===== src/hw/proc_pkg.sv =====
package proc_pkg;

    localparam int XLEN = 32;
    localparam int IMEM_DEPTH = 64;
    localparam int DMEM_DEPTH = 64;
    localparam int IMEM_AW = $clog2(IMEM_DEPTH);
    localparam int DMEM_AW = $clog2(DMEM_DEPTH);

    // Device buffer slots available at reset
    localparam int SEND_CREDITS = 2;
    localparam int CREDIT_W = $clog2(SEND_CREDITS + 1);

    // Byte address of instruction word 32
    localparam logic [XLEN-1:0] INT_VECTOR = 32'd128;

    localparam logic [6:0] OP_LUI    = 7'b0110111;
    localparam logic [6:0] OP_IMM    = 7'b0010011;
    localparam logic [6:0] OP_REG    = 7'b0110011;
    localparam logic [6:0] OP_LOAD   = 7'b0000011;
    localparam logic [6:0] OP_STORE  = 7'b0100011;
    localparam logic [6:0] OP_BRANCH = 7'b1100011;
    localparam logic [6:0] OP_JAL    = 7'b1101111;
    // Custom device opcodes
    localparam logic [6:0] OP_RTI    = 7'b0001000;
    localparam logic [6:0] OP_RDI    = 7'b0001010;
    localparam logic [6:0] OP_SND    = 7'b0001011;

    typedef enum logic [2:0] {
        ALU_ADD,
        ALU_SUB,
        ALU_AND,
        ALU_OR,
        ALU_XOR,
        ALU_PASS_B
    } alu_op_e;

    typedef enum logic [1:0] {
        WB_ALU,
        WB_MEM,
        WB_PC4,
        WB_RDI
    } wb_sel_e;

    typedef enum logic [1:0] {
        FWD_RF,
        FWD_EXMEM,
        FWD_MEMWB
    } fwd_sel_e;

    typedef struct packed {
        logic [XLEN-1:0] pc;
        logic [XLEN-1:0] instr;
    } if_id_t;

    typedef struct packed {
        logic [XLEN-1:0] pc;
        logic [XLEN-1:0] rs1_data;
        logic [XLEN-1:0] rs2_data;
        logic [XLEN-1:0] imm;
        logic [4:0]      rs1;
        logic [4:0]      rs2;
        logic [4:0]      rd;
        alu_op_e         alu_op;
        wb_sel_e         wb_sel;
        logic            reg_write;
        logic            mem_read;
        logic            mem_write;
        logic            branch;
        logic            branch_ne;
        logic            jal;
        logic            use_imm;
        logic            snd;
        logic            rdi;
        logic            rti;
    } id_ex_t;

    typedef struct packed {
        logic [XLEN-1:0] pc4;
        logic [XLEN-1:0] alu_result;
        logic [XLEN-1:0] store_data;
        logic [4:0]      rd;
        wb_sel_e         wb_sel;
        logic            reg_write;
        logic            mem_read;
        logic            mem_write;
        logic            snd;
        logic            rdi;
    } ex_mem_t;

    typedef struct packed {
        logic [XLEN-1:0] alu_result;
        logic [XLEN-1:0] load_data;
        logic [XLEN-1:0] pc4;
        logic [XLEN-1:0] rdi_data;
        logic [4:0]      rd;
        wb_sel_e         wb_sel;
        logic            reg_write;
    } mem_wb_t;

    // Result a retiring instruction writes back
    function automatic logic [XLEN-1:0] wb_value(mem_wb_t w);
        case (w.wb_sel)
            WB_MEM:  return w.load_data;
            WB_PC4:  return w.pc4;
            WB_RDI:  return w.rdi_data;
            default: return w.alu_result;
        endcase
    endfunction

endpackage

===== src/hw/execute.sv =====
`timescale 1ns/1ns

module execute (
    input  proc_pkg::id_ex_t          id_ex,
    input  proc_pkg::fwd_sel_e        fwd_a,
    input  proc_pkg::fwd_sel_e        fwd_b,
    input  logic [proc_pkg::XLEN-1:0] ex_mem_fwd,
    input  logic [proc_pkg::XLEN-1:0] wb_fwd,
    input  logic [proc_pkg::XLEN-1:0] epc,
    output proc_pkg::ex_mem_t         ex_mem,
    output logic                      redirect,
    output logic [proc_pkg::XLEN-1:0] redirect_pc,
    output logic                      rti_exec
);

    import proc_pkg::*;

    logic [XLEN-1:0] op_a;
    logic [XLEN-1:0] op_b;
    logic [XLEN-1:0] alu_b;
    logic [XLEN-1:0] alu_y;
    logic            taken;

    always_comb begin
        case (fwd_a)
            FWD_EXMEM: op_a = ex_mem_fwd;
            FWD_MEMWB: op_a = wb_fwd;
            default:   op_a = id_ex.rs1_data;
        endcase
        case (fwd_b)
            FWD_EXMEM: op_b = ex_mem_fwd;
            FWD_MEMWB: op_b = wb_fwd;
            default:   op_b = id_ex.rs2_data;
        endcase
    end

    assign alu_b = id_ex.use_imm ? id_ex.imm : op_b;

    always_comb begin
        case (id_ex.alu_op)
            ALU_SUB:    alu_y = op_a - alu_b;
            ALU_AND:    alu_y = op_a & alu_b;
            ALU_OR:     alu_y = op_a | alu_b;
            ALU_XOR:    alu_y = op_a ^ alu_b;
            ALU_PASS_B: alu_y = alu_b;
            default:    alu_y = op_a + alu_b;
        endcase
    end

    // BNE inverts the equality test
    assign taken       = id_ex.branch && ((op_a == op_b) != id_ex.branch_ne);
    assign rti_exec    = id_ex.rti;
    assign redirect    = taken || id_ex.jal || id_ex.rti;
    assign redirect_pc = id_ex.rti ? epc : id_ex.pc + id_ex.imm;

    always_comb begin
        ex_mem            = '0;
        ex_mem.pc4        = id_ex.pc + 32'd4;
        ex_mem.alu_result = alu_y;
        ex_mem.store_data = op_b;
        ex_mem.rd         = id_ex.rd;
        ex_mem.wb_sel     = id_ex.wb_sel;
        ex_mem.reg_write  = id_ex.reg_write;
        ex_mem.mem_read   = id_ex.mem_read;
        ex_mem.mem_write  = id_ex.mem_write;
        ex_mem.snd        = id_ex.snd;
        ex_mem.rdi        = id_ex.rdi;
    end

endmodule


===== config.mk =====
export PLATFORM = sky130hd
export DESIGN_NAME = execute
export DESIGN_NICKNAME = d
export VERILOG_FILES = /design/src/hw/proc_pkg.sv /design/src/hw/execute.sv
export SDC_FILE = /design/constraint.sdc
export NUM_CORES = 1
export LEC_CHECK = 0
export BUFFER_PORTS_ARGS = -buffer_cell sky130_fd_sc_hd__buf_2
export CAP_MARGIN = 0
export CORE_AREA = 2 2 157 159
export DETAILED_ROUTE_END_ITERATION = 10
export DIE_AREA = 0 0 159 161
export GPL_TIMING_DRIVEN = 0
export PLACE_DENSITY = 0.76
export SYNTH_ARGS = -nofsm -noshare
export SYNTH_HDL_FRONTEND = slang
export SYNTH_SLANG_ARGS = --single-unit

===== constraint.sdc =====
create_clock -name vclk -period 19.2
set_input_delay 3.84 -clock vclk [all_inputs]
set_output_delay 3.84 -clock vclk [all_outputs]
set_load 0.01 [all_outputs]

==> results.py <==
metrics = {
    "floorplanning": {
        "die-area_um2": 25600,
        "ios": 400,
        "core_um2": 24000,
        "die_w_um": 159,
        "initial_core_util_pct": 37.9,
        "row_count": 57,
        "dieHeight_um": 161,
    },
    "final_layout": {
        "most-common-layout-cells": "387 x buf_2, 135 x a21oi_1, 134 x ha_1",
        "final_core_util_pct": 47.5,
        "synthToLayoutAreaGrowth_pct": 25.2,
        "fin_nets": 2147,
        "fin_area_um2": 11400,
        "drive_gt1_share_pct": 25.0,
        "clkbuf_count": 0,
        "final-seq-area_um2": 0,
        "mostFrequentLayoutCell": "buf_2",
        "seq_cell_count": 0,
    },
    "sta": {
        "fmax_mhz": 69.0,
        "slew_headroom_pct": 27.9,
        "period_needed_ns": 14.50,
        "setup_slack_ns": 4.70,
        "setup_viol": 0,
        "tns_ns": 0,
        "final-hold-violation-count": 0,
        "rsz0062_at_grt": "no",
        "drv_slew": 0,
        "worst_pin_slew_ns": 1.07,
        "period_share_pct": 75.5,
    },
    "synth": {
        "postSynthAreaPerCell_um2": 6.61,
        "netlist_area_um2": 9090,
        "synth_fp_nets": 1769,
        "yosysUniqueCellTypes": 72,
        "yosysTopAreaCellShare_pct": 18.4,
        "synth.area.top_cells": "ha_1 18%, xnor2_1 8.0%, a21oi_1 7.4%",
        "yosys_warnings": 0,
        "synth_cells": 1375,
        "synth_sequential_area_ratio_pct": 0,
        "synth_top_cell_by_area": "ha_1",
    },
    "power": {
        "p_leak_nw": 5.75,
        "vdd_drop_max_mv": 0.0183,
        "pwr_density_cell_nw_per_um2": 46.4,
    },
    "routing": {
        "num_vias": 12207,
        "routed_wl_um": 46700,
        "detail-route-antenna-nets": 0,
        "avgViaCountPerCell": 5.87,
        "firstDrtPassIters": 6,
        "remaining_drc_errors": 0,
        "dr.first_iter.drc_count": 1058,
        "wire_per_inst_um": 22.5,
    },
    "critical_path": {
        "cp.arrival_ns": 10.66,
        "cp_max_fo": 10,
        "critPathLaunch": "id_ex[3]",
        "path_class": "in -> out",
        "cp-end-kind": "output port",
        "crit_required_ns": 15.36,
        "critPathLaunchType": "input port",
        "crit_end": "ex_mem[75]",
    },
    "clock_network": {
        "post_cts_buffers": 0,
        "cts_resized": 0,
        "cts_hold_buf": 0,
    },
    "placement": {
        "placed_cell_area_um2": 11400,
        "io_buffers": 376,
        "place.gp.congestion": 1.00,
        "dp_hpwl_um": 40100,
        "pre_cts_ws_ns": 5.05,
    },
    "grt": {
        "grt_pass1_wl_um": 68300,
        "grt_pass1_vias": 11498,
        "grt_max_degree": 11,
        "grt-ovfl-total": 0,
        "track_usage_pct": 34.0,
        "antenna_found_initial": 5,
    },
    "flow_run": {
        "drv_cap": 0,
    },
    "hold_path": {
        "hold_path_class": "in -> out",
    },
    "run_status": {
        "outcome": "finished, final reports clean",
    },
}
[metrics by stage]
step / cells / hold slack (ns) / power [mW]
after global placement: 2075 / 7.86 / 0.511
after global routing: 2078 / 7.87 / 0.572
after detailed placement: 2075 / 7.86 / 0.514
after CTS: 2075 / 7.86 / 0.517
after floorplan: 1375 / 7.72 / 0.331
final: 2078 / 7.86 / 0.529
[critical path: stages]
cell      delay, ns
buf_4          0.16
inv_4          0.16
clkbuf_1       0.57
clkbuf_1       0.63
mux2i_1        0.60
ha_1           0.36
nor3b_1        0.30
nand2_1        0.24
nor2_1         0.50
a21oi_1        0.19
xnor2_1        0.18
ha_1           0.28
clkbuf_1       0.29
nand2_1        0.16
o41ai_1        0.64
o21ai_0        0.29
o21ai_0        0.56
a311oi_1       0.25
xnor2_1        0.17
o21ai_1        0.12
buf_2          0.16
[cells by family after synthesis]
kind of cell	count (synthesis)	synth area share (%)
AOI/OAI and AO/OA	453	32.0
xor gates and xnor gates	143	13.8
adders and majority gates	136	18.9
buffers and inverters	196	9.14
muxes	55	6.23
and+or+nand+nor	392	20.0
[final cells by class]
class              count  area [um^2]
well taps            324          405
plain buffers         86          415
fillers             2638        12600
inverters            110          415
multi-input cells   1179         8260
diodes                 3         7.51
repair buffers       376         1880
[synth_stat cells, types with 10 or more instances]
| cell | number |
|---|---|
| o31ai_1 | 16 |
| xor2_1 | 60 |
| nand4_1 | 21 |
| nand2_1 | 133 |
| mux2_2 | 13 |
| inv_1 | 107 |
| buf_4 | 17 |
| o211ai_1 | 10 |
| xnor2_1 | 83 |
| o21ai_1 | 17 |
| buf_2 | 11 |
| a21oi_1 | 135 |
| a211oi_1 | 13 |
| clkbuf_1 | 48 |
| nand2b_1 | 14 |
| a22oi_1 | 57 |
| nor2_1 | 108 |
| nor3_1 | 20 |
| a21o_1 | 27 |
| nor2b_1 | 29 |
| and3_1 | 11 |
| mux2i_1 | 42 |
| nand3_1 | 24 |
| o21ai_0 | 92 |
| ha_1 | 134 |
[how the worst min path moves through the flow]
stage | start | to | slack [ns] | cells after the start
global placement | id_ex[19] | ex_mem[11] | 7.86 | 2
detailed placement | id_ex[1] | ex_mem[0] | 7.86 | 2
finish | id_ex[17] | ex_mem[9] | 7.86 | 2
global route | id_ex[19] | ex_mem[11] | 7.87 | 2
CTS | id_ex[2] | ex_mem[1] | 7.86 | 2
floorplan | id_ex[128] | ex_mem[78] | 7.72 | 1
[power by group]
group	switching (mW)	internal [mW]	leakage, nW	total (mW)
logic	0.325	0.204	5.75	0.529
registers	0	0	0	0
clock network	0	0.0000000210	0.0000190	0.0000000210
[per-layer routing]
metal,wire length (um),track usage (%),share of wire [%],vias up
met1,18700,43.3,40,5698
met4,2250,13.7,4.8,4
met3,4070,3.98,8.7,128
met2,21700,58.6,46,693
li1,-,-,-,5684
met5,14,0,0.030,-
(Power assumes the default switching activity.)
