File: src/hw/proc_pkg.sv
package proc_pkg;

    localparam int XLEN = 32;
    localparam int IMEM_DEPTH = 64;
    localparam int DMEM_DEPTH = 64;
    localparam int IMEM_AW = $clog2(IMEM_DEPTH);
    localparam int DMEM_AW = $clog2(DMEM_DEPTH);

    // Device buffer slots available at reset
    localparam int SEND_CREDITS = 2;
    localparam int CREDIT_W = $clog2(SEND_CREDITS + 1);

    // Byte address of instruction word 32
    localparam logic [XLEN-1:0] INT_VECTOR = 32'd128;

    localparam logic [6:0] OP_LUI    = 7'b0110111;
    localparam logic [6:0] OP_IMM    = 7'b0010011;
    localparam logic [6:0] OP_REG    = 7'b0110011;
    localparam logic [6:0] OP_LOAD   = 7'b0000011;
    localparam logic [6:0] OP_STORE  = 7'b0100011;
    localparam logic [6:0] OP_BRANCH = 7'b1100011;
    localparam logic [6:0] OP_JAL    = 7'b1101111;
    // Custom device opcodes
    localparam logic [6:0] OP_RTI    = 7'b0001000;
    localparam logic [6:0] OP_RDI    = 7'b0001010;
    localparam logic [6:0] OP_SND    = 7'b0001011;

    typedef enum logic [2:0] {
        ALU_ADD,
        ALU_SUB,
        ALU_AND,
        ALU_OR,
        ALU_XOR,
        ALU_PASS_B
    } alu_op_e;

    typedef enum logic [1:0] {
        WB_ALU,
        WB_MEM,
        WB_PC4,
        WB_RDI
    } wb_sel_e;

    typedef enum logic [1:0] {
        FWD_RF,
        FWD_EXMEM,
        FWD_MEMWB
    } fwd_sel_e;

    typedef struct packed {
        logic [XLEN-1:0] pc;
        logic [XLEN-1:0] instr;
    } if_id_t;

    typedef struct packed {
        logic [XLEN-1:0] pc;
        logic [XLEN-1:0] rs1_data;
        logic [XLEN-1:0] rs2_data;
        logic [XLEN-1:0] imm;
        logic [4:0]      rs1;
        logic [4:0]      rs2;
        logic [4:0]      rd;
        alu_op_e         alu_op;
        wb_sel_e         wb_sel;
        logic            reg_write;
        logic            mem_read;
        logic            mem_write;
        logic            branch;
        logic            branch_ne;
        logic            jal;
        logic            use_imm;
        logic            snd;
        logic            rdi;
        logic            rti;
    } id_ex_t;

    typedef struct packed {
        logic [XLEN-1:0] pc4;
        logic [XLEN-1:0] alu_result;
        logic [XLEN-1:0] store_data;
        logic [4:0]      rd;
        wb_sel_e         wb_sel;
        logic            reg_write;
        logic            mem_read;
        logic            mem_write;
        logic            snd;
        logic            rdi;
    } ex_mem_t;

    typedef struct packed {
        logic [XLEN-1:0] alu_result;
        logic [XLEN-1:0] load_data;
        logic [XLEN-1:0] pc4;
        logic [XLEN-1:0] rdi_data;
        logic [4:0]      rd;
        wb_sel_e         wb_sel;
        logic            reg_write;
    } mem_wb_t;

    // Result a retiring instruction writes back
    function automatic logic [XLEN-1:0] wb_value(mem_wb_t w);
        case (w.wb_sel)
            WB_MEM:  return w.load_data;
            WB_PC4:  return w.pc4;
            WB_RDI:  return w.rdi_data;
            default: return w.alu_result;
        endcase
    endfunction

endpackage
File: src/hw/fetch.sv
`timescale 1ns/1ns

module fetch (
    input  logic                      clk,
    input  logic                      rst_n,
    input  logic                      stall,
    input  logic                      irq_take,
    input  logic                      redirect,
    input  logic [proc_pkg::XLEN-1:0] redirect_pc,
    input  logic                      imem_we,
    input  logic [5:0]                imem_addr,
    input  logic [proc_pkg::XLEN-1:0] imem_wdata,
    output proc_pkg::if_id_t          if_id
);

    import proc_pkg::*;

    logic [XLEN-1:0] pc;
    logic [XLEN-1:0] pc_next;
    logic [XLEN-1:0] imem [IMEM_DEPTH];

    // Program load port, used while reset is held
    always_ff @(posedge clk) begin
        if (imem_we) begin
            imem[imem_addr] <= imem_wdata;
        end
    end

    always_comb begin
        if (irq_take) begin
            pc_next = INT_VECTOR;
        end else if (redirect) begin
            pc_next = redirect_pc;
        end else if (stall) begin
            pc_next = pc;
        end else begin
            pc_next = pc + 32'd4;
        end
    end

    always_ff @(posedge clk or negedge rst_n) begin
        if (!rst_n) begin
            pc <= '0;
        end else begin
            pc <= pc_next;
        end
    end

    assign if_id.pc    = pc;
    assign if_id.instr = imem[pc[IMEM_AW+1:2]];

endmodule

File: config.mk
export PLATFORM = sky130hd
export DESIGN_NAME = fetch
export DESIGN_NICKNAME = d
export VERILOG_FILES = /design/src/hw/proc_pkg.sv /design/src/hw/fetch.sv
export SDC_FILE = /design/constraint.sdc
export NUM_CORES = 2
export LEC_CHECK = 0
export ABC_AREA = 0
export BUFFER_PORTS_ARGS = -buffer_cell sky130_fd_sc_hd__buf_2
export CAP_MARGIN = 0
export CORE_UTILIZATION = 45
export CTS_CLUSTER_DIAMETER = 200
export DETAILED_ROUTE_END_ITERATION = 8
export PLACE_DENSITY_LB_ADDON = 0.12
export SYNTH_ARGS = -nofsm -noshare
export SYNTH_HDL_FRONTEND = slang
export SYNTH_SLANG_ARGS = --single-unit
File: constraint.sdc
create_clock -name clk -period 2.63 [get_ports clk]
set_input_delay 0.3945 -clock clk [delete_from_list [all_inputs] [get_ports clk]]
set_output_delay 0.3945 -clock clk [all_outputs]
set_load 0.05 [all_outputs]
==> Implementation_results.wiki <==
{| class="wikitable"
! Metric !! Value
|-
| Outcome || finished with violations
|-
| Violations in the final reports || setup timing
|-
| Chip Width || around 420 um
|-
| Arr. time, crit path || 3.55 ns
|-
| Area share of the largest cell type after synthesis || 0.7665
|-
| Via density per instance || just under 6
|-
| Layout net count || 4432
|-
| CTS tree || done
|-
| Total Routing Usage GR || 0.2375
|-
| Critical Path Start Type || register
|-
| Post-synthesis register bit count || 2080
|-
| Predominant post-synthesis flop cell || sky130_fd_sc_hd__edfxtp_1
|-
| MaxCap Viol Count || 0
|-
| Number of CTS-inserted buffers || 211
|-
| Part of the Yosys area used for sequential elements || 0.7765
|-
| Fin crit share || 1.501
|-
| Count of standard-cell rows || 154
|-
| Total of buffers placed on input and output ports || 139
|-
| Final wirelength || 213700 um
|-
| Number of global-route vias before repair || 41300
|-
| First DRT Iteration DRCs || 4189
|-
| Ratio of cells with drive above 1 in the final layout || 0.3991
|-
| # clock sinks || between 2000 and 2500
|-
| Die H || ~420 um
|-
| Mapped cell area || 0.08023 sq mm
|-
| Clock transition at the register clock pins on the worst setup and hold paths after CTS || 0.06 ns
|-
| Endpoint class of the critical path || output port
|-
| Max-Slew Margin vs Limit || 0.2198
|-
| Maximum clock path buffer count || 3
|-
| PwrDens || approximately 730 mW/mm^2
|-
| Average detailed-routed wire length per instance || 31.08 um
|-
| Mapped Cells || between 3000 and 4000
|-
| First-pass GRT wire length || 303100 um
|-
| Endpoint of the worst hold path || imem[47][13]$_DFFE_PP_
|-
| Worst hold start || imem_wdata[13]
|-
| Number of distinct standard cells referenced by the synthesized netlist || 51
|-
| Commonest cells post-synth || sky130_fd_sc_hd__edfxtp_1 (2048), sky130_fd_sc_hd__mux4_2 (514), sky130_fd_sc_hd__mux2i_1 (147)
|-
| Post-route ant nets || 0
|-
| Cell accounting for the most synthesized area || sky130_fd_sc_hd__edfxtp_1
|-
| Effective utilization at floorplan || 0.4541
|-
| Maximum number of pins on one net before global-route repair || 65
|-
| Worst setup slack after layout || -1.317 ns
|-
| Final number of setup-violating endpoints || 33
|-
| Worst voltage drop across the vdd grid || 0.5953 mV
|-
| Placed inst area || 0.08883 sq mm
|-
| Clock insertion delay at the later pin of the skew report || 0.85 ns
|-
| Cell depth of the worst flop-to-flop path || 12
|-
| I/O pin total || 140
|-
| Post-route DRC violation count || 0
|-
| Ranking of synthesized cells by area || sky130_fd_sc_hd__edfxtp_1 (77%), sky130_fd_sc_hd__mux4_2 (14%), sky130_fd_sc_hd__mux2i_1 (1.8%), sky130_fd_sc_hd__dfrtp_1 (1.0%), sky130_fd_sc_hd__a22oi_1 (0.64%)
|-
| Synthesized Nets || 3671
|-
| Detailed-routing iteration count for the pre-antenna-repair pass || 6
|-
| Number of vias after detailed routing || just over 40000
|-
| Fraction of synthesis flops using an asynchronous set or reset pin || 0.01538
|-
| Core region area || 0.1767 sq mm
|-
| Critical Setup Path Class || reg -> out
|-
| Tightest hold margin || about 0.045 ns
|-
| Actual transition at the worst max-transition pin || roughly 1.2 ns
|-
| Synth Warn # || 0
|-
| Area of the die || 0.1800 sq mm
|-
| Synthesized area per cell || around 22 sq um
|-
| Post-synth EDFFs || approximately 2000
|-
| Routability-driven placement congestion ratio || 0.8055
|-
| Clock H-tree levels || 4
|-
| Final hold vios || 0
|-
| Capture point of the worst reg-to-reg path || pc[30]$_DFFE_PN0P_
|-
| Final clock skew || 0.01260 ns
|-
| Root buffer cell || sky130_fd_sc_hd__clkbuf_16
|-
| Residual overflow from global routing || 0
|-
| Worst-path fanout max || 5
|-
| Launching instance or port of the critical path || pc[2]$_DFFE_PN0P_
|-
| Min-Delay Path Depth || 2
|-
| Post-DP HPWL || 122400 um
|-
| Unrepaired setup endpoints after global routing || true
|-
| Clock period minus worst slack || 3.947 ns
|-
| Fmax || 0.2534 GHz
|-
| Critical R2R Launch || pc[3]$_DFFE_PN0P_
|-
| Cell with the most instances after synthesis || sky130_fd_sc_hd__edfxtp_1
|-
| Internal reg-to-reg setup slack || -0.05 ns
|-
| Area growth from synthesis to final layout || 23.48%
|-
| Total non-filler cell area in the finished layout || 0.09907 sq mm
|-
| Class of the most critical hold timing path || in -> reg
|-
| Static leakage power || 31.41 nW
|-
| Required time at the worst-slack endpoint || between 2 and 2.5 ns
|-
| Final Total Pwr || 0.07217 W
|-
| Count of pins over their slew limit || 0
|-
| Pre-CTS setup slack || -0.9031 ns
|-
| Initial antenna violation count || 8
|}
routing by layer:
| layer | global-route usage | wire length [um] |
|---|---|---|
| met2 | 0.3833 | 104400 |
| met1 | 0.3470 | 93020 |
| met5 | 0 | 0 |
| met4 | 0.05511 | 4124 |
| met3 | 0.03069 | 12130 |
stage by stage:
step	instances	TNS, ns	util
final	6874	-38.28	0.5607
after global routing	6871	-41.38	0.5606
after CTS	6813	-40.33	0.5525
after detailed placement	6321	-15.98	0.5027
after global placement	6321	-15.68	0.5027
after floorplan	3594	-345.24	-
cells in the final DEF (no fill, tap or decap), types with 17 or more instances in the layout:
cell and instances:
sky130_fd_sc_hd__mux4_2 514, sky130_fd_sc_hd__dlygate4sd3_1 40, sky130_fd_sc_hd__edfxtp_1 2048, sky130_fd_sc_hd__buf_4 325
sky130_fd_sc_hd__buf_12 138, sky130_fd_sc_hd__clkbuf_1 47, sky130_fd_sc_hd__nor2_1 40, sky130_fd_sc_hd__o21ai_1 17
sky130_fd_sc_hd__nand2_1 74, sky130_fd_sc_hd__mux2i_1 123, sky130_fd_sc_hd__a21oi_1 26, sky130_fd_sc_hd__a22oi_1 40
sky130_fd_sc_hd__mux2i_2 18, sky130_fd_sc_hd__clkinv_1 61, sky130_fd_sc_hd__buf_16 22, sky130_fd_sc_hd__mux2_2 17
sky130_fd_sc_hd__o21ai_0 19, sky130_fd_sc_hd__buf_2 105, sky130_fd_sc_hd__buf_8 22, sky130_fd_sc_hd__clkbuf_16 233
sky130_fd_sc_hd__dfrtp_1 26, sky130_fd_sc_hd__o21ai_2 25, sky130_fd_sc_hd__clkinv_2 34, sky130_fd_sc_hd__nor2_4 64
sky130_fd_sc_hd__a22oi_2 28, sky130_fd_sc_hd__buf_6 76
flip-flops by register name, summed over array words and instances, names as in the netlist:
name / count
imem: 2048
pc: 32
kinds of logic after synthesis:
family,after synthesis,synth area share
AO/OA/AOI/OAI,289,0.02425
XOR/XNOR,16,0.001747
adder cells (fa/ha/maj),1,0.0001559
buffers and inverters,211,0.01340
flip-flops,2080,0.7765
multiplexers,686,0.1661
AND/OR/NAND/NOR,311,0.01781
critical path, cell delays in order, from the launching register on:
cell,delay [ns]
sky130_fd_sc_hd__dfrtp_4,0.52
sky130_fd_sc_hd__buf_6,0.15
sky130_fd_sc_hd__buf_12,0.12
sky130_fd_sc_hd__buf_6,0.11
sky130_fd_sc_hd__mux4_2,0.41
sky130_fd_sc_hd__mux2_4,0.28
sky130_fd_sc_hd__o211ai_1,0.43
sky130_fd_sc_hd__o211ai_1,0.36
sky130_fd_sc_hd__buf_4,0.30
power breakdown:
group	total, W	switching (W)	internal [W]
logic	0.00649	0.00357	0.00293
registers	0.0368	0.0000914	0.0367
clock network	0.0289	0.0124	0.0165
how the worst max path moves through the flow:
stage / end / slack [ns] / cells after the start
floorplan: imem[59][0]$_DFFE_PP_ / -0.26 / 4
global placement: if_id[17] / -0.90 / 11
detailed placement: if_id[17] / -0.90 / 11
CTS: if_id[6] / -1.45 / 8
global route: if_id[6] / -1.38 / 8
finish: if_id[6] / -1.32 / 8
final cells by class:
| cell class | count | area, sq um |
|---|---|---|
| clock buffers | 265 | 5632 |
| repair buffers | 748 | 8458 |
| inverters | 11 | 41.29 |
| diodes | 4 | 10.01 |
| clock inverters | 123 | 998.5 |
| fillers | 13060 | 77620 |
| flip-flops and latches | 2080 | 62320 |
| well taps | 2340 | 2928 |
| multi-input cells | 1303 | 18680 |
what timing repair did:
action                                 4_1_cts  5_1_grt
setup endpoints to repair                   43       42
pin swaps                                   40       69
gates resized for setup                    254      170
gates cloned                                10       15
buffers inserted                            57       53
hold buffers                                41        0
endpoints found under the hold margin       64        0
Note: power is estimated with default switching activity, not from simulation.
