### config.mk
export PLATFORM = sky130hd
export DESIGN_NAME = decode
export DESIGN_NICKNAME = d
export VERILOG_FILES = /design/src/hw/proc_pkg.sv /design/src/hw/decode.sv
export SDC_FILE = /design/constraint.sdc
export NUM_CORES = 1
export LEC_CHECK = 0
export ABC_AREA = 0
export BUFFER_PORTS_ARGS = -buffer_cell sky130_fd_sc_hd__buf_4
export CAP_MARGIN = 25
export CORE_MARGIN = 2
export CORE_UTILIZATION = 35
export CTS_CLUSTER_SIZE = 28
export DETAILED_ROUTE_END_ITERATION = 16
export HOLD_SLACK_MARGIN = 0.1
export PLACE_DENSITY_LB_ADDON = 0.15
export SLEW_MARGIN = 25
export SYNTH_ARGS = -nofsm -noshare
export SYNTH_HDL_FRONTEND = slang
export SYNTH_SLANG_ARGS = --single-unit
### constraint.sdc
create_clock -name clk -period 4 [get_ports clk]
set_clock_uncertainty 0.05 [all_clocks]
set_input_delay 1.2 -clock clk [delete_from_list [all_inputs] [get_ports clk]]
set_output_delay 1.2 -clock clk [all_outputs]
set_load 0.005 [all_outputs]
### src/hw/proc_pkg.sv
package proc_pkg;

    localparam int XLEN = 32;
    localparam int IMEM_DEPTH = 64;
    localparam int DMEM_DEPTH = 64;
    localparam int IMEM_AW = $clog2(IMEM_DEPTH);
    localparam int DMEM_AW = $clog2(DMEM_DEPTH);

    // Device buffer slots available at reset
    localparam int SEND_CREDITS = 2;
    localparam int CREDIT_W = $clog2(SEND_CREDITS + 1);

    // Byte address of instruction word 32
    localparam logic [XLEN-1:0] INT_VECTOR = 32'd128;

    localparam logic [6:0] OP_LUI    = 7'b0110111;
    localparam logic [6:0] OP_IMM    = 7'b0010011;
    localparam logic [6:0] OP_REG    = 7'b0110011;
    localparam logic [6:0] OP_LOAD   = 7'b0000011;
    localparam logic [6:0] OP_STORE  = 7'b0100011;
    localparam logic [6:0] OP_BRANCH = 7'b1100011;
    localparam logic [6:0] OP_JAL    = 7'b1101111;
    // Custom device opcodes
    localparam logic [6:0] OP_RTI    = 7'b0001000;
    localparam logic [6:0] OP_RDI    = 7'b0001010;
    localparam logic [6:0] OP_SND    = 7'b0001011;

    typedef enum logic [2:0] {
        ALU_ADD,
        ALU_SUB,
        ALU_AND,
        ALU_OR,
        ALU_XOR,
        ALU_PASS_B
    } alu_op_e;

    typedef enum logic [1:0] {
        WB_ALU,
        WB_MEM,
        WB_PC4,
        WB_RDI
    } wb_sel_e;

    typedef enum logic [1:0] {
        FWD_RF,
        FWD_EXMEM,
        FWD_MEMWB
    } fwd_sel_e;

    typedef struct packed {
        logic [XLEN-1:0] pc;
        logic [XLEN-1:0] instr;
    } if_id_t;

    typedef struct packed {
        logic [XLEN-1:0] pc;
        logic [XLEN-1:0] rs1_data;
        logic [XLEN-1:0] rs2_data;
        logic [XLEN-1:0] imm;
        logic [4:0]      rs1;
        logic [4:0]      rs2;
        logic [4:0]      rd;
        alu_op_e         alu_op;
        wb_sel_e         wb_sel;
        logic            reg_write;
        logic            mem_read;
        logic            mem_write;
        logic            branch;
        logic            branch_ne;
        logic            jal;
        logic            use_imm;
        logic            snd;
        logic            rdi;
        logic            rti;
    } id_ex_t;

    typedef struct packed {
        logic [XLEN-1:0] pc4;
        logic [XLEN-1:0] alu_result;
        logic [XLEN-1:0] store_data;
        logic [4:0]      rd;
        wb_sel_e         wb_sel;
        logic            reg_write;
        logic            mem_read;
        logic            mem_write;
        logic            snd;
        logic            rdi;
    } ex_mem_t;

    typedef struct packed {
        logic [XLEN-1:0] alu_result;
        logic [XLEN-1:0] load_data;
        logic [XLEN-1:0] pc4;
        logic [XLEN-1:0] rdi_data;
        logic [4:0]      rd;
        wb_sel_e         wb_sel;
        logic            reg_write;
    } mem_wb_t;

    // Result a retiring instruction writes back
    function automatic logic [XLEN-1:0] wb_value(mem_wb_t w);
        case (w.wb_sel)
            WB_MEM:  return w.load_data;
            WB_PC4:  return w.pc4;
            WB_RDI:  return w.rdi_data;
            default: return w.alu_result;
        endcase
    endfunction

endpackage
### src/hw/decode.sv
`timescale 1ns/1ns

module decode (
    input  logic                      clk,
    input  logic                      rst_n,
    input  logic                      irq_take,
    input  proc_pkg::if_id_t          if_id,
    input  logic                      wb_we,
    input  logic [4:0]                wb_rd,
    input  logic [proc_pkg::XLEN-1:0] wb_data,
    output proc_pkg::id_ex_t          id_ex,
    output logic [proc_pkg::XLEN-1:0] epc
);

    import proc_pkg::*;

    logic [XLEN-1:0] regs [32];
    logic [XLEN-1:0] ins;
    logic [6:0]      opcode;
    logic [2:0]      funct3;

    assign ins    = if_id.instr;
    assign opcode = ins[6:0];
    assign funct3 = ins[14:12];

    // Write in the same cycle shows up on the read
    function automatic logic [XLEN-1:0] rf_read(logic [4:0] idx);
        if (idx == 5'd0) begin
            return '0;
        end else if (wb_we && wb_rd == idx) begin
            return wb_data;
        end
        return regs[idx];
    endfunction

    always_ff @(posedge clk) begin
        if (wb_we && wb_rd != 5'd0) begin
            regs[wb_rd] <= wb_data;
        end
    end

    // Return address is the instruction being flushed from decode
    always_ff @(posedge clk or negedge rst_n) begin
        if (!rst_n) begin
            epc <= '0;
        end else if (irq_take) begin
            epc <= if_id.pc;
        end
    end

    always_comb begin
        id_ex          = '0;
        id_ex.pc       = if_id.pc;
        id_ex.rs1      = ins[19:15];
        id_ex.rs2      = ins[24:20];
        id_ex.rd       = ins[11:7];
        id_ex.rs1_data = rf_read(ins[19:15]);
        id_ex.rs2_data = rf_read(ins[24:20]);
        id_ex.alu_op   = ALU_ADD;
        id_ex.wb_sel   = WB_ALU;
        case (opcode)
            OP_LUI: begin
                id_ex.imm       = {ins[31:12], 12'b0};
                id_ex.alu_op    = ALU_PASS_B;
                id_ex.use_imm   = 1'b1;
                id_ex.reg_write = 1'b1;
            end
            OP_IMM, OP_REG: begin
                id_ex.imm       = {{20{ins[31]}}, ins[31:20]};
                id_ex.use_imm   = (opcode == OP_IMM);
                id_ex.reg_write = 1'b1;
                case (funct3)
                    3'b100:  id_ex.alu_op = ALU_XOR;
                    3'b110:  id_ex.alu_op = ALU_OR;
                    3'b111:  id_ex.alu_op = ALU_AND;
                    // SUB only exists in register form
                    default: id_ex.alu_op = (opcode == OP_REG && ins[30]) ? ALU_SUB : ALU_ADD;
                endcase
            end
            OP_LOAD: begin
                id_ex.imm       = {{20{ins[31]}}, ins[31:20]};
                id_ex.use_imm   = 1'b1;
                id_ex.mem_read  = 1'b1;
                id_ex.reg_write = 1'b1;
                id_ex.wb_sel    = WB_MEM;
            end
            OP_STORE: begin
                id_ex.imm       = {{20{ins[31]}}, ins[31:25], ins[11:7]};
                id_ex.use_imm   = 1'b1;
                id_ex.mem_write = 1'b1;
            end
            OP_BRANCH: begin
                id_ex.imm       = {{19{ins[31]}}, ins[31], ins[7], ins[30:25], ins[11:8], 1'b0};
                id_ex.branch    = 1'b1;
                id_ex.branch_ne = funct3[0];
            end
            OP_JAL: begin
                id_ex.imm       = {{11{ins[31]}}, ins[31], ins[19:12], ins[20], ins[30:21], 1'b0};
                id_ex.jal       = 1'b1;
                id_ex.reg_write = 1'b1;
                id_ex.wb_sel    = WB_PC4;
            end
            OP_RTI: id_ex.rti = 1'b1;
            OP_RDI: begin
                id_ex.rdi       = 1'b1;
                id_ex.reg_write = 1'b1;
                id_ex.wb_sel    = WB_RDI;
            end
            // rs1 plus zero goes out on the device port
            OP_SND: begin
                id_ex.snd     = 1'b1;
                id_ex.use_imm = 1'b1;
            end
            default: ;
        endcase
    end

endmodule

==> flow_metrics.py <==
metrics = {
    "global_route": {
        "gr-total-overflow": 0,
        "grt_max_degree": 41,
        "antenna_found_initial": 5,
        "grt_pass1_vias": 33430,
        "grt_pass1_wl_mm": 255.1,
        "grt_use_total": 0.2456,
    },
    "worst_setup_path": {
        "critPathMaxStageDelay_ns": 0.52,
        "required_ns": 2.75,
        "cp-start-kind": "input pin",
        "cp-end-kind": "primary output",
        "crit_arrival_ns": 3.11,
        "path_class": "in2out",
        "cp_slowest_cell": "mux4_2",
        "crit_chain": "buf_16, buf_16, buf_12, buf_12, mux4_2, mux2i_4, a211oi_4, a22o_4, buf_6",
        "worstPathMaxFanout": 8,
    },
    "timing": {
        "holdWs_ns": 0.3306,
        "setup_ws_ns": -0.3619,
        "min_period_ns": 4.362,
        "final_max_slew_viol_count": 0,
        "fmax_mhz": 229.3,
        "rsz0062_at_grt": "yes",
        "final-setup-viol-count": 64,
        "hold_violations": 0,
        "worstMarginPinSlew_ns": 0.8950,
        "slew_headroom": 0.4034,
        "fin_crit_sh": 1.090,
    },
    "power": {
        "peakVddDrop_mv": 0.3699,
        "power_leakage_nw": 23.39,
        "power_density_nw_per_um2": 404.9,
        "p_total_mw": 26.66,
    },
    "placed_design": {
        "place_area_um2": 58370,
        "gp_congestion": 0.8692,
        "io_buffer_count": 294,
        "hpwl_mm": 119.6,
        "post-place-ws_ns": -0.8036,
    },
    "route": {
        "first_pass_iters": 6,
        "vias": 33090,
        "top_layer": "met5",
        "routed_wirelength_mm": 186.1,
        "drt_iter0_markers": 3340,
        "routed_via_density": 5.920,
        "drc": 0,
        "dr_wl_met3_mm": 15.57,
        "ant_nets": 0,
        "routed_wire_length_per_instance_um": 33.29,
        "wl_met1_mm": 77.54,
        "route.met2.wl_mm": 87.84,
    },
    "synthesis": {
        "syn_area_um2": 50450,
        "yosysWarnings": 0,
        "syn_avg_cell_area_um2": 17.39,
        "synth_cell_type_count": 54,
        "synth_area_leader_cell": "edfxtp_1",
        "synth_seq_cells": 1056,
        "syn_inst": 2901,
        "synth_area_leaders": "edfxtp_1 (61%), mux4_2 (15%), mux2i_1 (8.2%)",
        "synth_edf_count": 1024,
        "synthFlopType": "edfxtp_1",
        "synth_seq_area_share": 0.6254,
        "ys_async_sr_fraction": 0.03030,
        "synth_top_area_frac": 0.6095,
    },
    "status": {
        "outcome": "finished with violations",
        "failed_checks": "negative setup slack",
    },
    "finish": {
        "design_area_um2": 65850,
        "final_common_cell": "edfxtp_1",
        "nNetsFinal": 3691,
        "drive_gt1_frac": 0.4444,
        "multi_input_area_um2": 18790,
        "area_delta_synth_final_pct": 30.52,
        "layout_common_cells": "edfxtp_1 (1024), buf_4 (539), mux2i_1 (369)",
        "seq_area_um2": 31550,
        "n_fill_cell": 12310,
    },
    "clocking": {
        "numCtsBuffers": 115,
        "clockBufferDepth": 3,
        "cts_root_buf": "clkbuf_16",
        "clock_latency_ns": 0.73,
        "tritoncts": "yes",
        "cts.htree.levels": 3,
        "path_clk_slew_ns": 0.06,
        "cts.sinks": 1056,
    },
    "die": {
        "die_area_um2": 147200,
        "start_util": 0.3521,
        "die_width_um": 383.7,
        "die_y_um": 383.7,
        "rows": 139,
        "core_um2": 143300,
        "io-pin-count": 295,
    },
    "flow_run": {
        "maxCapViolCount": 0,
    },
    "worst_hold_path": {
        "hold_path_class": "in2async",
    },
}
==> report_power, final <==
part           internal (mW)  total [mW]  leakage (nW)  switching [mW]
sequential              12.3        12.4          9.62          0.0833
clock                   6.18        10.7          1.81            4.54
combinational           1.73        3.54          12.0            1.81
total                   20.2        26.7          23.4            6.43
==> cell families (layout without fill, tap and decap cells) <==
kind of cell / count (synthesis) / count (layout) / synth area share
adder cells (fa/ha/maj): 1 / 1 / 0.0001984
multiplexers: 796 / 796 / 0.2453
flip-flops: 1056 / 1056 / 0.6254
AO/OA/AOI/OAI: 492 / 492 / 0.06949
AND/OR/NAND/NOR: 259 / 259 / 0.02428
buffers and inverters: 286 / 1038 / 0.03355
other: 1 / 35 / 0.00007433
XOR/XNOR: 10 / 10 / 0.001736
==> state kept, by name, summed over array words and instances, names as in the netlist <==
signal / count
epc: 32
regs: 1024
==> final cells by class <==
type | instances | area share
diodes | 3 | 0.0001140
repair buffers | 820 | 0.1419
clock inverters | 69 | 0.01144
flip-flops and latches | 1056 | 0.4791
multi-input cells | 1590 | 0.2853
well taps | 1903 | 0.03616
clock buffers | 146 | 0.04579
inverters | 3 | 0.0001710
==> critical path: cells and delay by family <==
family / cells / cell delay [ns]
buffers and inverters: 5 / 0.76
AOI/OAI and AO/OA: 2 / 0.39
muxes: 2 / 0.71
==> final timing paths <==
| path | cells past startpoint | endpoint | slack (ns) | start |
|---|---|---|---|---|
| hold / removal | 1 | epc[26] | 0.33 | rst_n |
| setup / recovery | 9 | id_ex[118] | -0.36 | if_id[15] |
| hold reg to reg | 1 | epc[2] | 0.45 | epc[2] |
| max in group asynchronous | 1 | epc[10] | 3.26 | rst_n |
| min in group clk | 1 | epc[2] | 0.45 | epc[2] |
| setup reg to reg | 1 | epc[21] | 3.18 | epc[21] |
==> cell usage after synthesis (all sizes together) (4+ instances only) <==
master / count
nor2: 77
nor4: 5
buf: 179
nand3: 48
a22oi: 230
mux2i: 413
a21o: 20
edfxtp: 1024
dfrtp: 32
clkbuf: 104
xnor2: 8
nand4: 4
nor3: 5
and3: 5
a32o: 25
and2: 13
a211oi: 38
mux2: 35
a21oi: 124
a221o: 4
nand2b: 5
mux4: 348
a22o: 36
nor2b: 20
nand2: 68
==> metrics by stage <==
step                      instances  setup TNS, ns  utilization
after floorplan                2932       -0.04870            -
after global placement         5250         -25.98       0.4073
after detailed placement       5250         -26.01       0.4073
after CTS                      5544         -17.29       0.4512
after global routing           5590         -19.72       0.4595
final                          5590         -17.11       0.4595
==> routing by layer <==
metal  up-vias  global-route usage
met4         2             0.06993
met5         -                   0
li1      13500                   -
met2      1613              0.3937
met3       282             0.04861
met1     17700              0.3397
==> repair_timing <==
item,CTS,global route
hold buffers,0,0
gates cloned,28,12
pin swaps,100,91
setup buffers,62,39
gates resized for setup,301,152
endpoints found under the setup margin,64,75
endpoints found under the hold margin,0,0
Power figures use the tool's default switching activity.
