--- src/hw/proc_pkg.sv ---
package proc_pkg;

    localparam int XLEN = 32;
    localparam int IMEM_DEPTH = 64;
    localparam int DMEM_DEPTH = 64;
    localparam int IMEM_AW = $clog2(IMEM_DEPTH);
    localparam int DMEM_AW = $clog2(DMEM_DEPTH);

    // Device buffer slots available at reset
    localparam int SEND_CREDITS = 2;
    localparam int CREDIT_W = $clog2(SEND_CREDITS + 1);

    // Byte address of instruction word 32
    localparam logic [XLEN-1:0] INT_VECTOR = 32'd128;

    localparam logic [6:0] OP_LUI    = 7'b0110111;
    localparam logic [6:0] OP_IMM    = 7'b0010011;
    localparam logic [6:0] OP_REG    = 7'b0110011;
    localparam logic [6:0] OP_LOAD   = 7'b0000011;
    localparam logic [6:0] OP_STORE  = 7'b0100011;
    localparam logic [6:0] OP_BRANCH = 7'b1100011;
    localparam logic [6:0] OP_JAL    = 7'b1101111;
    // Custom device opcodes
    localparam logic [6:0] OP_RTI    = 7'b0001000;
    localparam logic [6:0] OP_RDI    = 7'b0001010;
    localparam logic [6:0] OP_SND    = 7'b0001011;

    typedef enum logic [2:0] {
        ALU_ADD,
        ALU_SUB,
        ALU_AND,
        ALU_OR,
        ALU_XOR,
        ALU_PASS_B
    } alu_op_e;

    typedef enum logic [1:0] {
        WB_ALU,
        WB_MEM,
        WB_PC4,
        WB_RDI
    } wb_sel_e;

    typedef enum logic [1:0] {
        FWD_RF,
        FWD_EXMEM,
        FWD_MEMWB
    } fwd_sel_e;

    typedef struct packed {
        logic [XLEN-1:0] pc;
        logic [XLEN-1:0] instr;
    } if_id_t;

    typedef struct packed {
        logic [XLEN-1:0] pc;
        logic [XLEN-1:0] rs1_data;
        logic [XLEN-1:0] rs2_data;
        logic [XLEN-1:0] imm;
        logic [4:0]      rs1;
        logic [4:0]      rs2;
        logic [4:0]      rd;
        alu_op_e         alu_op;
        wb_sel_e         wb_sel;
        logic            reg_write;
        logic            mem_read;
        logic            mem_write;
        logic            branch;
        logic            branch_ne;
        logic            jal;
        logic            use_imm;
        logic            snd;
        logic            rdi;
        logic            rti;
    } id_ex_t;

    typedef struct packed {
        logic [XLEN-1:0] pc4;
        logic [XLEN-1:0] alu_result;
        logic [XLEN-1:0] store_data;
        logic [4:0]      rd;
        wb_sel_e         wb_sel;
        logic            reg_write;
        logic            mem_read;
        logic            mem_write;
        logic            snd;
        logic            rdi;
    } ex_mem_t;

    typedef struct packed {
        logic [XLEN-1:0] alu_result;
        logic [XLEN-1:0] load_data;
        logic [XLEN-1:0] pc4;
        logic [XLEN-1:0] rdi_data;
        logic [4:0]      rd;
        wb_sel_e         wb_sel;
        logic            reg_write;
    } mem_wb_t;

    // Result a retiring instruction writes back
    function automatic logic [XLEN-1:0] wb_value(mem_wb_t w);
        case (w.wb_sel)
            WB_MEM:  return w.load_data;
            WB_PC4:  return w.pc4;
            WB_RDI:  return w.rdi_data;
            default: return w.alu_result;
        endcase
    endfunction

endpackage
--- src/hw/hazard_unit.sv ---
`timescale 1ns/1ns

module hazard_unit (
    input  logic                clk,
    input  logic                rst_n,
    input  proc_pkg::if_id_t    if_id,
    input  proc_pkg::id_ex_t    id_ex,
    input  proc_pkg::ex_mem_t   ex_mem,
    input  proc_pkg::mem_wb_t   mem_wb,
    input  logic                redirect,
    input  logic                rti_exec,
    input  logic                irq,
    input  logic                credit_return,
    output logic                stall,
    output logic                flush,
    output logic                irq_take,
    output proc_pkg::fwd_sel_e  fwd_a,
    output proc_pkg::fwd_sel_e  fwd_b
);

    import proc_pkg::*;

    logic [CREDIT_W-1:0] credit_cnt;
    logic                irq_latch;
    logic [4:0]          dec_rs1;
    logic [4:0]          dec_rs2;
    logic                dec_snd;
    logic                load_use;
    logic                snd_block;
    logic                snd_issue;

    function automatic fwd_sel_e fwd_pick(logic [4:0] rs);
        if (ex_mem.reg_write && ex_mem.rd != 5'd0 && ex_mem.rd == rs) begin
            return FWD_EXMEM;
        end else if (mem_wb.reg_write && mem_wb.rd != 5'd0 && mem_wb.rd == rs) begin
            return FWD_MEMWB;
        end
        return FWD_RF;
    endfunction

    assign fwd_a = fwd_pick(id_ex.rs1);
    assign fwd_b = fwd_pick(id_ex.rs2);

    assign dec_rs1 = if_id.instr[19:15];
    assign dec_rs2 = if_id.instr[24:20];
    assign dec_snd = (if_id.instr[6:0] == OP_SND);

    assign load_use  = id_ex.mem_read && id_ex.rd != 5'd0 &&
                       (id_ex.rd == dec_rs1 || id_ex.rd == dec_rs2);
    assign snd_block = dec_snd && credit_cnt == '0;
    assign stall     = load_use || snd_block;

    // Only a non-bubble in decode can be the return point
    assign irq_take  = irq && !irq_latch && !stall && !redirect && if_id.instr != '0;
    assign flush     = redirect || irq_take;
    assign snd_issue = dec_snd && !stall && !flush;

    always_ff @(posedge clk or negedge rst_n) begin
        if (!rst_n) begin
            credit_cnt <= CREDIT_W'(SEND_CREDITS);
        end else if (snd_issue && !credit_return) begin
            credit_cnt <= credit_cnt - 1'b1;
        end else if (credit_return && !snd_issue) begin
            credit_cnt <= credit_cnt + 1'b1;
        end
    end

    // No nesting until RTI reaches execute
    always_ff @(posedge clk or negedge rst_n) begin
        if (!rst_n) begin
            irq_latch <= 1'b0;
        end else if (rti_exec) begin
            irq_latch <= 1'b0;
        end else if (irq_take) begin
            irq_latch <= 1'b1;
        end
    end

endmodule

--- config.mk ---
export PLATFORM = sky130hd
export DESIGN_NAME = hazard_unit
export DESIGN_NICKNAME = d
export VERILOG_FILES = /design/src/hw/proc_pkg.sv /design/src/hw/hazard_unit.sv
export SDC_FILE = /design/constraint.sdc
export NUM_CORES = 1
export LEC_CHECK = 0
export BUFFER_PORTS_ARGS = -buffer_cell sky130_fd_sc_hd__buf_2
export CAP_MARGIN = 20
export CORE_AREA = 4 4 184 186
export DETAILED_ROUTE_END_ITERATION = 8
export DIE_AREA = 0 0 188 190
export HOLD_SLACK_MARGIN = 0.05
export PLACE_DENSITY_LB_ADDON = 0.25
export SETUP_SLACK_MARGIN = 0.02
export SLEW_MARGIN = 5
export SYNTH_ARGS = -nofsm -noshare
export SYNTH_HDL_FRONTEND = slang
export SYNTH_SLANG_ARGS = --single-unit
--- constraint.sdc ---
create_clock -name clk -period 2.6 [get_ports clk]
set_input_delay 0.39 -clock clk [delete_from_list [all_inputs] [get_ports clk]]
set_output_delay 0.39 -clock clk [all_outputs]
set_load 0.02 [all_outputs]
==> metrics.txt, run 1 <==
IO Port Bufs=around 70; Power Dens Cells=approximately 300 nW/um^2; status=finished, final reports clean; vias=just under 900; clk_lat worst skew=between 200 and 250 ps; Final min period=roughly 2200 ps; CTS Sinks=3; Max-Cap Viols=0; die area=around 36000 um^2; Post-synth top cells=25 x xor2_1, 10 x nor4_1, 8 x xnor2_1, 5 x or4_1, 4 x nor2_1; DRT Wirelength=3350 um; H-tree levels=1; Async SR Flop Fraction=1.00; Hold Slack=between 300 and 400 ps; Fin. Hold Viols=0; Tot Pwr=0.490 mW; clk_skew=roughly 0.86 ps; Yosys cell types=21; DRC=0; Rows=66; Layout Nets=approximately 630; ratio of final minimum period to clock period=0.852; min-delay worst type=primary input to flip-flop; syn_area_per_cell=approximately 8 um^2; Die Width=188 um; Clock Pin Slew Worst Setup and Hold Paths=30 ps; Post-DP HPWL=3210 um; Slew Viols, Final=0; Final setup viols=0; total CTS buffers=3; Post-Syn Nets=~550; kind of critical path=primary input to output port; CTS max path bufs=2; Starting DRT DRC Count=17; EDFF count, synth=0; TNS Setup=0 ps; Post-Route Utilization=0.0513; Slew HR=0.715; Slew @ Worst Pin=around 420 ps; drt wl/cell=approximately 5.6 um; Pre-antenna DRT Iters=3; cell with the most instances after synthesis=xor2_1; post-synthesis cell area=roughly 650 um^2; Post-synth top flop=dfrtp_1; Synth area leaders=xor2_1 34%, xnor2_1 11%, nor4_1 9.7%, dfrtp_1 7.7%, nor4_2 5.8%; pre-CTS WS=259 ps; core box area=between 30000 and 40000 um^2; Synth warnings=0; Yosys top cell by area=xor2_1; area growth from synthesis to layout=156%; GR Overflow Total=0; crit path max fanout=3; Syn Inst Count=just under 80; CTS Root Buffer Type=clkbuf_16; setup ws final=385 ps; Static Leak=between 0.5 and 0.6 nW; Yosys reg bits=3; post-CTS resize count=0; CP startpoint kind=primary input; vias in the first global route=1032; Crit. End Element=output port; I/O pins=around 480; post-DR vias/cell=~1.5; chip height=about 190 um; antenna viol nets, final=0; post-synth top area share=0.338; Initial Util=0.0200; Worst EP arrival=between 1500 and 2000 ps; antenna violations before repair=0; GRT Total Usage=0.0182; RD Place Congestion=0.670; TritonCTS clock tree=yes; ant diodes=0; CP Data Required Time=approximately 2200 ps; first-pass GRT wire length=roughly 5200 um; sequential area share after synthesis=0.118; fraction of layout cells with a size suffix above 1=0.516; RSZ-0062 raised after global routing=no; peak supply drop=0.000348 V; largest net degree at the start of global routing=4; max frequency=about 450 MHz
-- timing repair --
action / in CTS / in global routing
hold buffers: 1 / 0
buffers inserted: 0 / 0
hold endpoints to repair: 2 / 0
setup endpoints to repair: 0 / 0
-- final timing paths --
path	cells after the start	slack [ps]	from	end
min in group asynchronous	2	490	rst_n	irq_latch
worst max register to register	6	910	credit_cnt[0]	credit_cnt[1]
worst min register to register	1	500	credit_cnt[0]	credit_cnt[0]
worst min-delay path	2	320	rti_exec	irq_latch
max in group asynchronous	2	1910	rst_n	credit_cnt[1]
worst max-delay path	8	380	if_id[2]	flush
-- metrics by stage --
stage | instances | cell area [um^2]
6_report | 599 | 1660
5_1_grt | 599 | 1660
4_1_cts | 599 | 1660
3_5_place_dp | 594 | 1570
3_3_place_gp | 594 | 1570
2_1_floorplan | 79 | 647
-- sequential cells by signal, indices dropped and copies added (netlist names) --
signal	count
irq_latch	1
credit_cnt	2
-- kinds of logic (layout without fill, tap and decap cells) --
kind of cell               Yosys count  after routing  share of synthesized area
and+or+nand+nor                     31             31                      0.315
AOI/OAI and AO/OA                    8              8                     0.0832
xor gates and xnor gates            33             33                      0.447
DFF                                  3              3                      0.118
adders and majority gates            1              1                     0.0193
buffers and inverters                3             81                     0.0174
-- area by class of cell --
cell class | instances | area [um^2]
multi-input combinational | 73 | 559
timing repair buffer | 74 | 378
fill | 3855 | 30600
tap | 442 | 553
clock buffer | 4 | 78.8
sequential | 3 | 76.3
inverter | 3 | 11.3
-- routing by layer --
metal	vias up	part of all wire	global-route usage
li1	451	-	-
met1	364	0.35	0.0183
met2	69	0.50	0.0347
met3	4	0.14	0.00826
met4	0	0.0060	0.00339
met5	-	0	0
-- cell usage in the layout, fill, tap and decap left out, drive strengths merged, types with 2 or more instances in the layout --
master	Yosys	routed
inv	3	3
nand4	3	3
nor4	13	13
nand3	2	2
clkbuf	0	4
buf	0	73
nor3	2	2
dfrtp	2	2
xnor2	8	8
nor2	4	4
o21ai	4	4
or4	5	5
xor2	25	25
-- critical path, cell delays in order --
cell	delay [ps]
buf_2	100
nor4_1	260
buf_4	160
nand4_1	150
or3_1	360
o211ai_1	160
nand2b_1	90
buf_2	160
-- power breakdown --
group	switching (mW)	internal [mW]	total [mW]
Sequential	0.0134	0.0707	0.0841
Clock	0.0404	0.202	0.243
Combinational	0.0769	0.0861	0.163
Total	0.131	0.359	0.490
No activity file was read; power rests on OpenSTA's default activity.
==> run 2, diff against run 1 <==
==> constraint.sdc (replaced) <==
create_clock -name clk -period 2.6 [get_ports clk]
set_input_delay 0.78 -clock clk [delete_from_list [all_inputs] [get_ports clk]]
set_output_delay 0.78 -clock clk [all_outputs]
set_load 0.02 [all_outputs]
==> run 2 against run 1 <==
The run now ends with setup timing left. Design area increased by 28%. Flip-flop and latch count unchanged. Worst hold slack improved by 29 ps. Worst setup slack got worse by 760 ps. Global-route usage increased by 0.18 points. Clock power about the same. Register-to-register slack got worse by 90 ps. Non-clock buffer count increased by 30. Count of clock-buffer cells in the layout unchanged. First-iteration DRC count decreased by 47%. Combinational power increased by 47%. Critical path depth increased by 1. Highest routed layer unchanged.
==> metrics.txt, run 2 (synthesis results as in run 1) <==
IO Port Bufs=72; Biggest register=credit_cnt; Power Dens Cells=269 nW/um^2; drt wl/cell=approximately 6.0 um; Clock Pin Slew Worst Setup and Hold Paths=30 ps; vias in the first global route=1144; pre-CTS WS=-631 ps; CTS max path bufs=2; Initial Util=0.0200; Fin. Hold Viols=0; post-DR vias/cell=1.60; first-pass GRT wire length=5750 um; Reg2Reg Capture Point=credit_cnt[1]; area growth from synthesis to layout=227%; Tot Pwr=~0.57 mW; Flop pwr share=0.152; Rows=66; DRC=0; min-delay worst type=primary input to async pin; WL met1=1610 um; clk_lat worst skew=approximately 220 ps; Final min period=between 2000 and 3000 ps; top flop regs=credit_cnt: 2 flops, irq_latch: 1 flops; Worst EP arrival=2190 ps; Die Width=roughly 190 um; H-tree levels=1; commonest non-fill, non-tap cells in the layout=58 x buf_2, 34 x buf_4, 25 x xor2_1; max frequency=around 340 MHz; RD Place Congestion=approximately 0.68; DR top layer=met4; Gate power share=0.422; Hold Slack=347 ps; ant diodes=0; peak supply drop=around 0.00037 V; largest net degree at the start of global routing=4; switch share=0.283; GR Overflow Total=0; failing checks=setup timing; max reg flops=2; Slew Viols, Final=0; Post-Route Utilization=0.0655; clk_skew=1.15 ps; setup ws final=-372 ps; Post-DP HPWL=3440 um; CTS Root Buffer Type=clkbuf_16; Reg-to-Reg Start=credit_cnt[0]; crit path capture=irq_take; Pre-antenna DRT Iters=2; Slew HR=0.781; die area=~36000 um^2; met3 wire length=about 380 um; Static Leak=0.769 nW; CP Data Required Time=~1800 ps; Cells after DPL=622; antenna viol nets, final=0; TritonCTS clock tree=yes; P_int=~0.4 mW; core box area=approximately 32000 um^2; clock power share=0.426; total CTS buffers=3; crit path launch=if_id[5]; worst reg2reg path depth=9; crit path max fanout=3; GRT Total Usage=0.0200; DRT Wirelength=3790 um; Max-Cap Viols=0; Slew @ Worst Pin=between 300 and 400 ps; Starting DRT DRC Count=9; routed wl met2=between 1500 and 2000 um; commonest non-fill, non-tap cell in the layout=buf_2; CTS Sinks=3; Net Switching=between 0.15 and 0.2 mW; ratio of final minimum period to clock period=1.14; I/O pins=approximately 480; Post-Layout Cell Count=629; RSZ-0062 raised after global routing=yes; FILL cells=3815; chip height=~190 um; vias=about 1000; fraction of layout cells with a size suffix above 1=0.690; antenna violations before repair=1; Hold Buf Count CTS=0; Layout Nets=between 600 and 700; kind of critical path=primary input to output port; r2r setup slk=between 800 and 900 ps; CP startpoint kind=primary input; status=finished, violations left; Crit. End Element=output port; Final setup viols=7
-- run 2: cell count changes in the layout (fill, tap and decap cells not counted), moves of 2 or more --
cell	change
buf_4	+33
buf_2	-14
buf_6	+12
nor4_4	+6
or4_1	-4
or4_4	+4
nor4_1	-3
nor4_2	-3
xnor2_1	-3
xnor2_2	+3
o21ai_1	-2
o21ai_4	+2
-- run 2: area by class of cell --
class	instances	area, um^2	area share
timing repair buffer	104	681	0.322
inverter	3	11.3	0.00532
sequential	3	76.3	0.0361
clock buffer	4	78.8	0.0373
tap	442	553	0.261
multi-input combinational	73	716	0.338
-- run 2: timing repair --
item	CTS	global route
buffers inserted	2	1
hold endpoints to repair	0	0
endpoints found under the setup margin	8	9
resized for setup	36	4
pin swaps	13	10
cloned	0	0
-- run 2: per-stage QoR --
| stage | TNS, ps | area, um^2 |
|---|---|---|
| after floorplan | -158 | 691 |
| after global placement | -2960 | 1820 |
| after detailed placement | -2870 | 1820 |
| after CTS | -1990 | 2070 |
| after global routing | -2210 | 2120 |
| final | -1690 | 2120 |
-- run 2: power groups by stage --
| stage | Combinational (mW) | Clock [mW] | Sequential, mW |
|---|---|---|---|
| final | 0.240 | 0.242 | 0.0865 |
| after global routing | 0.265 | 0.253 | 0.0893 |
| after CTS | 0.239 | 0.247 | 0.0870 |
| after detailed placement | 0.206 | 0 | 0.0861 |
| after global placement | 0.210 | 0 | 0.0860 |
| after floorplan | 0.0873 | 0 | 0.0823 |
-- run 2: metal layers --
metal  up-vias  track usage
met5         -            0
met4         0      0.00169
met3         4      0.00661
met2        71       0.0350
met1       420       0.0249
li1        509            -
-- run 2: worst max-delay path, stage by stage --
cell      delay, ps
buf_6            90
nor4_4          300
nand4_1         170
or3_4           360
o211ai_1         90
buf_4           170
buf_6            90
inv_2            30
buf_6           120
-- run 2: how the worst min path moves through the flow --
stage,startpoint,endpoint,slack [ps]
after floorplan,rst_n,credit_cnt[0],480
after global placement,credit_cnt[0],credit_cnt[0],520
after detailed placement,credit_cnt[0],credit_cnt[0],500
after CTS,rst_n,irq_latch,350
after global routing,rst_n,irq_latch,350
final,rst_n,irq_latch,350
==> run 3, diff against run 2 <==
==> constraint.sdc (replaced) <==
create_clock -name clk -period 3.5 [get_ports clk]
set_input_delay 1.05 -clock clk [delete_from_list [all_inputs] [get_ports clk]]
set_output_delay 1.05 -clock clk [all_outputs]
set_load 0.02 [all_outputs]
==> run 3 against run 2 <==
The run still ends with setup timing left. Register-to-register slack improved by 150 ps. Power fell by 31%. Worst setup slack improved by 360 ps. Count of clock-buffer cells in the layout did not move. Flip-flop and latch count did not move. First-iteration DRC count fell by 11%. Via count fell by 3.9%.
==> metrics.txt, run 3 (synthesis results as in run 1) <==
vias=about 970; I/O pins=479; antenna violations before repair=2; most frequent CP cell=buf_6; antenna viol nets, final=0; crit path max fanout=3; Final Cell Area=~1900 um^2; vias in the first global route=roughly 1100; die area=~36000 um^2; clk_skew=0.795 ps; pre-CTS WS=-47.2 ps; setup ws final=-13.5 ps; Power Dens Cells=roughly 210 nW/um^2; Die Width=188 um; Final setup viols=1; Post-DP HPWL=~3200 um; Slew Viols, Final=0; RSZ-0062 raised after global routing=yes; r2r setup slk=~970 ps; drt wl/cell=5.72 um; chip height=approximately 190 um; commonest non-fill, non-tap cell in the layout=buf_2; kind of critical path=primary input to output port; DRT Wirelength=between 3000 and 4000 um; CP max stage cell=or3_4; Worst EP arrival=between 2000 and 2500 ps; largest net degree at the start of global routing=4; Slew @ Worst Pin=roughly 390 ps; GR Overflow Total=0; total CTS buffers=3; Cells after DPL=around 600; Rows=66; ratio of final minimum period to clock period=1.00; top flop regs=credit_cnt: 2 flops, irq_latch: 1 flops; area growth from synthesis to layout=187%; CP Data Required Time=between 2000 and 2500 ps; CTS Root Buffer Type=clkbuf_16; IO Port Bufs=72; Biggest register=credit_cnt; Reg-to-Reg Start=irq_latch; Reg2Reg Capture Point=irq_latch; Fin. Hold Viols=0; Initial Util=0.0200; CTS max path bufs=2; peak supply drop=approximately 0.00036 V; CP startpoint kind=primary input; post-DR vias/cell=around 1.6; GRT Total Usage=0.0183; Final min period=approximately 3500 ps; Post-Layout Cell Count=between 600 and 700; Crit. End Element=output port; Critical Path, Cell by Cell=buf_6, nor4_2, buf_4, nand4_1, or3_4, o211ai_1, nand2b_1, buf_6; ant diodes=0; clk_lat worst skew=about 220 ps; Post-DP Area=between 1500 and 2000 um^2; Pre-antenna DRT Iters=4; status=finished, violations left; first-pass GRT wire length=between 5000 and 6000 um; min-delay worst type=flip-flop to flip-flop; Hold Slack=between 500 and 600 ps; Layout Nets=roughly 650; CTS Sinks=3; fraction of layout cells with a size suffix above 1=0.622; Clock Pin Slew Worst Setup and Hold Paths=~30 ps; crit path launch=if_id[6]; Slew HR=0.737; max reg flops=2; Starting DRT DRC Count=8; commonest non-fill, non-tap cells in the layout=66 x buf_2, 25 x xor2_1, 19 x buf_4; Tot Pwr=around 0.39 mW; max incr delay on CP=around 360 ps; crit-path leading delay family=simple AND/OR/NAND/NOR gates; core box area=roughly 32000 um^2; DRC=0; TritonCTS clock tree=yes; H-tree levels=1; Static Leak=between 0.6 and 0.7 nW; crit path capture=flush; WP depth=8; max frequency=between 200 and 300 MHz; CP bufs+invs=3; failing checks=setup timing; Max-Cap Viols=0; RD Place Congestion=between 0.6 and 0.7; worst reg2reg path depth=16
==> run 3: what timing repair did <==
item                                    4_1_cts  5_1_grt
pin swaps                                     5        6
hold buffers                                  0        0
resized for setup                             5       15
endpoints found under the setup margin        3        6
buffers inserted                             11        0
==> run 3: how the worst min path moves through the flow <==
stage	startpoint	end	slack [ps]	cells past startpoint
3_5_place_dp	credit_cnt[0]	credit_cnt[0]	520	1
4_1_cts	credit_cnt[0]	credit_cnt[0]	520	1
5_1_grt	credit_cnt[1]	credit_cnt[1]	540	1
3_3_place_gp	credit_cnt[0]	credit_cnt[0]	520	1
2_1_floorplan	credit_cnt[0]	credit_cnt[0]	480	1
6_report	credit_cnt[0]	credit_cnt[0]	520	1
==> run 3: power by group <==
part	switching, mW	internal (mW)
combinational	0.0667	0.0825
sequential	0.0113	0.0526
clock	0.0285	0.150
==> run 3: metrics by stage <==
| step | util | TNS [ps] |
|---|---|---|
| floorplan | - | 0 |
| global placement | 0.0497 | -173 |
| detailed placement | 0.0497 | -89.2 |
| CTS | 0.0554 | -61.1 |
| global route | 0.0574 | -103 |
| finish | 0.0574 | -13.5 |
==> run 3: layout make-up <==
type                       instances  area [um^2]
fill                            3819        30400
multi-input combinational         73          617
tap                              442          553
timing repair buffer              89          518
clock buffer                       4         78.8
sequential                         3         76.3
inverter                           3         11.3
==> run 3: routing by layer <==
layer / up-vias / GRT usage / wire, um
met5: - / 0 / 0
met4: 0 / 0.00254 / 31
met1: 401 / 0.0189 / 1310
li1: 485 / - / -
met2: 73 / 0.0367 / 1800
met3: 6 / 0.00569 / 370
